## src/design/sorter_cfg_pkg.sv

```systemverilog
// Geometry of the transaction sorter ring
// SLOTS must be a power of two so that the ring pointers wrap on their own

package sorter_cfg_pkg;

    // Ring depth, which is also the limit on transactions in flight
    localparam int SLOTS = 8;

    // Number of confirmation lanes checked every cycle
    localparam int CONF_LANES = 2;

    // Width of a slot index
    localparam int PTR_WIDTH = $clog2(SLOTS);

    typedef logic [PTR_WIDTH-1:0] ptr_t;

endpackage

```

## src/design/trans_pkg.sv

```systemverilog
// Transaction format shared by the sorter and its testbench
// IDs and metadata are plain unsigned fields with no internal structure

package trans_pkg;

    // Width of a transaction ID
    localparam int ID_WIDTH = 8;

    // Width of the metadata that travels with each ID
    localparam int META_WIDTH = 16;

    typedef logic [ID_WIDTH-1:0] id_t;
    typedef logic [META_WIDTH-1:0] meta_t;

endpackage

```

## src/design/trans_admit.sv

```systemverilog
// Admission side of the sorter ring
// Input stalls while the ring is full or while rx_id matches an in-flight ID,
// so rx_dst_rdy depends combinationally on rx_id

`timescale 1ns/1ps

module trans_admit (
    input  logic                                clk,
    input  logic                                rst,
    input  trans_pkg::id_t                      rx_id,
    input  trans_pkg::meta_t                    rx_meta,
    input  logic                                rx_src_rdy,
    output logic                                rx_dst_rdy,
    input  logic [sorter_cfg_pkg::SLOTS-1:0]    id_hit,
    input  logic                                pop,
    output logic [sorter_cfg_pkg::SLOTS-1:0]    wr_en,
    output trans_pkg::id_t                      wr_id,
    output trans_pkg::meta_t                    wr_meta
);
    import sorter_cfg_pkg::*;

    ptr_t               tail;
    logic [PTR_WIDTH:0] count;
    logic               ring_full;
    logic               accept;

    assign ring_full  = (count == (PTR_WIDTH + 1)'(SLOTS));

    // A duplicate ID anywhere in the ring holds the input off
    assign rx_dst_rdy = !ring_full && !(|id_hit);
    assign accept     = rx_src_rdy && rx_dst_rdy;

    // The tail slot takes the incoming transaction at the end of the cycle
    always_comb begin
        wr_en = '0;
        if (accept) begin
            wr_en[tail] = 1'b1;
        end
    end

    assign wr_id   = rx_id;
    assign wr_meta = rx_meta;

    always_ff @(posedge clk) begin
        if (rst) begin
            tail  <= '0;
            count <= '0;
        end else begin
            if (accept) begin
                tail <= tail + 1'b1;
            end
            // Accept and pop in the same cycle leave the count unchanged
            case ({accept, pop})
                2'b10:   count <= count + 1'b1;
                2'b01:   count <= count - 1'b1;
                default: count <= count;
            endcase
        end
    end

endmodule

```

## src/design/trans_release.sv

```systemverilog
// Release side of the sorter ring
// Only the head slot is ever offered, so a confirmed entry behind an
// unconfirmed head waits. Output fields come straight from the slot registers
// and hold still under back-pressure

`timescale 1ns/1ps

module trans_release (
    input  logic                                clk,
    input  logic                                rst,
    input  logic [sorter_cfg_pkg::SLOTS-1:0]    slot_rdy,
    input  trans_pkg::id_t                      slot_id [sorter_cfg_pkg::SLOTS],
    input  trans_pkg::meta_t                    slot_meta [sorter_cfg_pkg::SLOTS],
    output trans_pkg::id_t                      tx_id,
    output trans_pkg::meta_t                    tx_meta,
    output logic                                tx_src_rdy,
    input  logic                                tx_dst_rdy,
    output logic [sorter_cfg_pkg::SLOTS-1:0]    clr,
    output logic                                pop
);
    import sorter_cfg_pkg::*;

    ptr_t head;

    // Head slot drives the transmit side
    assign tx_src_rdy = slot_rdy[head];
    assign tx_id      = slot_id[head];
    assign tx_meta    = slot_meta[head];

    assign pop = tx_src_rdy && tx_dst_rdy;

    // The popped slot empties at the edge that ends the transfer cycle
    always_comb begin
        clr = '0;
        if (pop) begin
            clr[head] = 1'b1;
        end
    end

    always_ff @(posedge clk) begin
        if (rst) begin
            head <= '0;
        end else if (pop) begin
            head <= head + 1'b1;
        end
    end

endmodule

```

## src/design/trans_slot.sv

```systemverilog
// One entry of the sorter ring
// A slot only takes confirmations once it is occupied, so a confirmation
// in the same cycle as the write is not seen

`timescale 1ns/1ps

module trans_slot (
    input  logic                                    clk,
    input  logic                                    rst,
    input  logic                                    wr_en,
    input  trans_pkg::id_t                          wr_id,
    input  trans_pkg::meta_t                        wr_meta,
    input  trans_pkg::id_t                          rx_id,
    input  trans_pkg::id_t                          conf_id [sorter_cfg_pkg::CONF_LANES],
    input  logic [sorter_cfg_pkg::CONF_LANES-1:0]   conf_vld,
    input  logic                                    clr,
    output logic                                    id_hit,
    output logic                                    slot_rdy,
    output trans_pkg::id_t                          slot_id,
    output trans_pkg::meta_t                        slot_meta
);
    import sorter_cfg_pkg::*;

    logic occupied;
    logic confirmed;
    logic conf_match;

    // Any valid lane carrying the stored ID counts as a confirmation
    always_comb begin
        conf_match = 1'b0;
        for (int i = 0; i < CONF_LANES; i++) begin
            if (conf_vld[i] && (conf_id[i] == slot_id)) begin
                conf_match = 1'b1;
            end
        end
    end

    always_ff @(posedge clk) begin
        if (rst) begin
            occupied  <= 1'b0;
            confirmed <= 1'b0;
        end else if (clr) begin
            occupied  <= 1'b0;
            confirmed <= 1'b0;
        end else if (wr_en) begin
            occupied  <= 1'b1;
            confirmed <= 1'b0;
        end else if (occupied && conf_match) begin
            confirmed <= 1'b1;
        end
    end

    // Payload is only meaningful while occupied is set
    always_ff @(posedge clk) begin
        if (wr_en) begin
            slot_id   <= wr_id;
            slot_meta <= wr_meta;
        end
    end

    assign id_hit   = occupied && (slot_id == rx_id);
    assign slot_rdy = occupied && confirmed;

endmodule

```

## src/design/trans_sorter.sv

```systemverilog
// Transaction sorter top level
// Transactions leave in arrival order once their ID is confirmed.
// In-flight IDs are unique since a duplicate stalls the input.
// Confirmations for IDs not in flight are dropped

`timescale 1ns/1ps

module trans_sorter (
    input  logic                                    clk,
    input  logic                                    rst,
    input  trans_pkg::id_t                          rx_id,
    input  trans_pkg::meta_t                        rx_meta,
    input  logic                                    rx_src_rdy,
    output logic                                    rx_dst_rdy,
    input  trans_pkg::id_t                          conf_id [sorter_cfg_pkg::CONF_LANES],
    input  logic [sorter_cfg_pkg::CONF_LANES-1:0]   conf_vld,
    output trans_pkg::id_t                          tx_id,
    output trans_pkg::meta_t                        tx_meta,
    output logic                                    tx_src_rdy,
    input  logic                                    tx_dst_rdy
);
    import trans_pkg::*;
    import sorter_cfg_pkg::*;

    // Admit block to slots
    logic [SLOTS-1:0] wr_en;
    id_t              wr_id;
    meta_t            wr_meta;

    // Slots to admit and release blocks
    logic [SLOTS-1:0] id_hit;
    logic [SLOTS-1:0] slot_rdy;
    id_t              slot_id [SLOTS];
    meta_t            slot_meta [SLOTS];

    // Release block to slots and admit block
    logic [SLOTS-1:0] clr;
    logic             pop;

    trans_admit u_trans_admit (
        .clk        (clk),
        .rst        (rst),
        .rx_id      (rx_id),
        .rx_meta    (rx_meta),
        .rx_src_rdy (rx_src_rdy),
        .rx_dst_rdy (rx_dst_rdy),
        .id_hit     (id_hit),
        .pop        (pop),
        .wr_en      (wr_en),
        .wr_id      (wr_id),
        .wr_meta    (wr_meta)
    );

    // Every slot sees the same write data, rx_id and confirmation lanes
    for (genvar i = 0; i < SLOTS; i++) begin : g_slot
        trans_slot u_trans_slot (
            .clk       (clk),
            .rst       (rst),
            .wr_en     (wr_en[i]),
            .wr_id     (wr_id),
            .wr_meta   (wr_meta),
            .rx_id     (rx_id),
            .conf_id   (conf_id),
            .conf_vld  (conf_vld),
            .clr       (clr[i]),
            .id_hit    (id_hit[i]),
            .slot_rdy  (slot_rdy[i]),
            .slot_id   (slot_id[i]),
            .slot_meta (slot_meta[i])
        );
    end

    trans_release u_trans_release (
        .clk        (clk),
        .rst        (rst),
        .slot_rdy   (slot_rdy),
        .slot_id    (slot_id),
        .slot_meta  (slot_meta),
        .tx_id      (tx_id),
        .tx_meta    (tx_meta),
        .tx_src_rdy (tx_src_rdy),
        .tx_dst_rdy (tx_dst_rdy),
        .clr        (clr),
        .pop        (pop)
    );

endmodule

```

## config.mk

```make
export PLATFORM = sky130hd
export DESIGN_NAME = trans_sorter
export DESIGN_NICKNAME = d
export VERILOG_FILES = /design/src/design/sorter_cfg_pkg.sv /design/src/design/trans_pkg.sv /design/src/design/trans_admit.sv /design/src/design/trans_release.sv /design/src/design/trans_slot.sv /design/src/design/trans_sorter.sv
export SDC_FILE = /design/constraint.sdc
export NUM_CORES = 1
export LEC_CHECK = 0
export ABC_CLOCK_PERIOD_IN_PS = 4400
export BUFFER_PORTS_ARGS = -buffer_cell sky130_fd_sc_hd__buf_2
export CAP_MARGIN = 20
export CORE_MARGIN = 2
export CORE_UTILIZATION = 41
export CTS_CLUSTER_DIAMETER = 100
export DETAILED_ROUTE_END_ITERATION = 7
export PLACE_DENSITY_LB_ADDON = 0.12
export SETUP_SLACK_MARGIN = 0.5
export SYNTH_ARGS = -nofsm -noshare
export SYNTH_HDL_FRONTEND = slang
export SYNTH_SLANG_ARGS = --single-unit
```

## constraint.sdc

```tcl
create_clock -name clk -period 4.4 [get_ports clk]
set_input_delay 0.22 -clock clk [delete_from_list [all_inputs] [get_ports clk]]
set_output_delay 0.22 -clock clk [all_outputs]
set_load 0.005 [all_outputs]
```

==> impl_metrics.csv <==
group,metric,value,unit
drt,drt_wl_total,29100,um
grt,grt_pass1_wl,44000,um
cells_and_area,final_nets,858,
grt,antenna_found_initial,1,
cts,cts.sink_count,218,
cells_and_area,final_area,12400,um2
grt,grt_overflow,0,
place,place_inst,1099,
die,die_w,167,um
cts,max-clock-path-buffers,3,
cells_and_area,utilization,0.475,
drt,first_pass_iters,4,
critical_path,regToRegStartpoint,"g_slot[0].u_trans_slot.slot_id[2]",
place,placed_area,11500,um2
drt,drc,0,
critical_path,end_kind,"output port",
pwr,seq_power_share,0.514,
yosys,yosysWarnings,0,
yosys,syn_nets,785,
sta,finalSetupTns,0,ps
sta,relSlewSlack,0.350,
critical_path,cp-startpoint,"u_trans_release.head[0]",
critical_path,cp_max_fo,46,
die,num_rows,59,
critical_path,r2r_cells,13,
cells_and_area,fin_cells,1157,
sta,period_needed,3110,ps
grt,grt_max_degree,55,
pwr,p_total,4.56,mW
yosys,synth_top_area_frac,0.529,
pwr,switching_power,1.00,mW
critical_path,cp-endpoint,"tx_id[5]",
die,die_y,167,um
sta,setup_viol,0,
grt,grtUsageTotal,0.211,
pwr,irDropWorstVdd,0.304,mV
drt,antenna_left,0,
critical_path,cp.required,4180,ps
die,core_region_area,26100,um2
cts,cts_tree,"done",
critical_path,start_kind,"register",
pwr,p_comb_frac,0.075,
die,dieArea,27900,um2
cts,cts_buffers,24,
drt,vias_per_cell,5.73,
yosys,synth_area_leaders,"edfxtp_1 (53%), xor2_1 (14%), mux4_2 (9.5%)",
cts,h-tree-depth,1,
die,pin_count,72,
flow_run,drv_cap,0,
sta,fin_ws,1290,ps
sta,maxSlewViolCount,0,
place,place_ws,1270,ps
place,gp_congestion,0.947,
yosys,synth.distinct_cells,42,
drt,wire_per_inst,25.2,um
sta,fmax,322,MHz
pwr,p_clk_frac,0.411,
pwr,power_density,369,nW/um2
cts,cts.clk_slew.worst_paths,60,ps
sta,rsz0062_at_grt,"false",
critical_path,timing.rr.end,"u_trans_admit.count[3]",
pwr,swShare,0.220,
cells_and_area,drive_gt1_frac,0.234,
sta,finClkSkew,18.6,ps
cts,clock_latency,520,ps
yosys,synth_area,10900,um2
cts,cts-root-buf,"clkbuf_16",
cells_and_area,area_delta_synth_final,13.5,%
outcome,status,"completed",
pwr,internal-power,3.56,mW
sta,worstMarginPinSlew,975,ps
yosys,syn_inst,733,
critical_path,rrSetupSlack,1330,ps
place,io_buffers,71,
place,dp_hpwl,19000,um
grt,grt_pass1_vias,6901,
sta,fin_crit_sh,0.707,
drt,drt_first_iter_violations,694,
die,start_util,0.418,
sta,whs,88.1,ps
yosys,synth-seq-area-share,0.577,
yosys,syn_avg_cell_area,14.9,um2
critical_path,arrival,2890,ps
drt,vias,6632,
critical_path,crit_type,"register to output port",
worst_hold_path,hold_path_class,"primary input to register",
yosys,synth_seq_cells,218,
pwr,leakage,4.22,nW
sta,finalHoldViolCount,0,
yosys,synth_top_area_cell,"edfxtp_1",
==> worst min-delay path by stage <==
stage                 from                                   end  slack [ps]  cells after the start
3_3_place_gp    rx_meta[9]   g_slot[2].u_trans_slot.slot_meta[9]         470                      1
3_5_place_dp   rx_meta[13]  g_slot[0].u_trans_slot.slot_meta[13]         490                      1
6_report               rst                u_trans_admit.count[2]          90                      2
4_1_cts                rst                u_trans_admit.count[2]          70                      2
2_1_floorplan     rx_id[0]     g_slot[0].u_trans_slot.slot_id[0]         320                      0
5_1_grt                rst               u_trans_release.head[1]         110                      2
==> cells in the final DEF (no fill, tap or decap), drive strengths merged, types with 5 or more instances in the layout <==
cell,count
dlygate4sd3,16
a21boi,8
clkbuf,31
nand2,7
inv,10
a22o,8
nor4,25
nor3,27
mux4,49
dfxtp,26
o21ai,14
mux2,26
nand3,5
nor2,13
and3,15
clkinv,7
xor2,170
nand4,24
xnor2,26
buf,77
a41oi,5
a31oi,11
edfxtp,192
a21oi,6
ha,5
==> cells in the mapped netlist, drive strengths merged <==
library cell and count:
a21boi 8, nor3 27, inv 9, a31oi 11, a21oi 6, nand3 5, nor4 25, buf 20
xnor2 26, a41oi 5, nor4b 1, nand2b 2, edfxtp 192, mux2 26, fa 1, clkbuf 26
and3 15, nor2b 4, nand4 24, a22o 8, mux4 49, ha 5, nand2 7, xor2 170
a21o 1, mux2i 2, o21ai 14, and2 3, or3 2, nor2 13, dfxtp 26
==> cell type report <==
class                      count  area, um2
fill                        2301      13700
sequential                   218       6290
multi-input combinational    460       4330
clock buffer                  31        627
timing repair buffer          93        561
tap                          335        419
clock inverter                10        108
inverter                       9       33.8
antenna                        1       2.50
==> worst max-delay path: stages, from the launching register on <==
cell,delay [ps]
dfxtp_4,460
buf_4,750
mux4_1,660
mux2_2,280
buf_2,130
==> repair_timing <==
item | CTS | global route
resized for setup | 0 | 0
hold buffers | 16 | 0
hold endpoints to repair | 128 | 0
buffers inserted | 0 | 0
==> power groups by stage <==
stage | logic, mW | clock network (mW) | registers (mW)
detailed placement | 0.334 | 0 | 2.39
CTS | 0.347 | 1.92 | 2.35
global placement | 0.329 | 0 | 2.39
finish | 0.344 | 1.87 | 2.35
global route | 0.377 | 2.00 | 2.35
floorplan | 0.219 | 0 | 2.37
==> logic make-up (layout without fill, tap and decap cells) <==
kind of cell             Yosys count  in the layout  synth area share
AO/OA/AOI/OAI                     53             53            0.0328
XOR/XNOR                         196            196             0.157
adder cells (fa/ha/maj)            6              6           0.00757
buffers and inverters             55            143            0.0258
flip-flops                       218            218             0.577
multiplexers                      77             77             0.131
other                              0              1                 0
AND/OR/NAND/NOR                  128            128            0.0687
==> registers in the layout, indices dropped and copies added (netlist names) <==
signal / flops
g_slot.u_trans_slot.occupied: 8
u_trans_release.head: 3
u_trans_admit.count: 4
g_slot.u_trans_slot.slot_id: 64
u_trans_admit.tail: 3
g_slot.u_trans_slot.confirmed: 8
g_slot.u_trans_slot.slot_meta: 128
==> metal layers <==
layer,part of all wire,track usage,vias up
li1,-,-,2930
met1,0.44,0.301,3397
met2,0.46,0.332,245
met3,0.058,0.0288,60
met4,0.036,0.0772,0
met5,0,0,-
No activity file was read; power rests on OpenSTA's default activity.
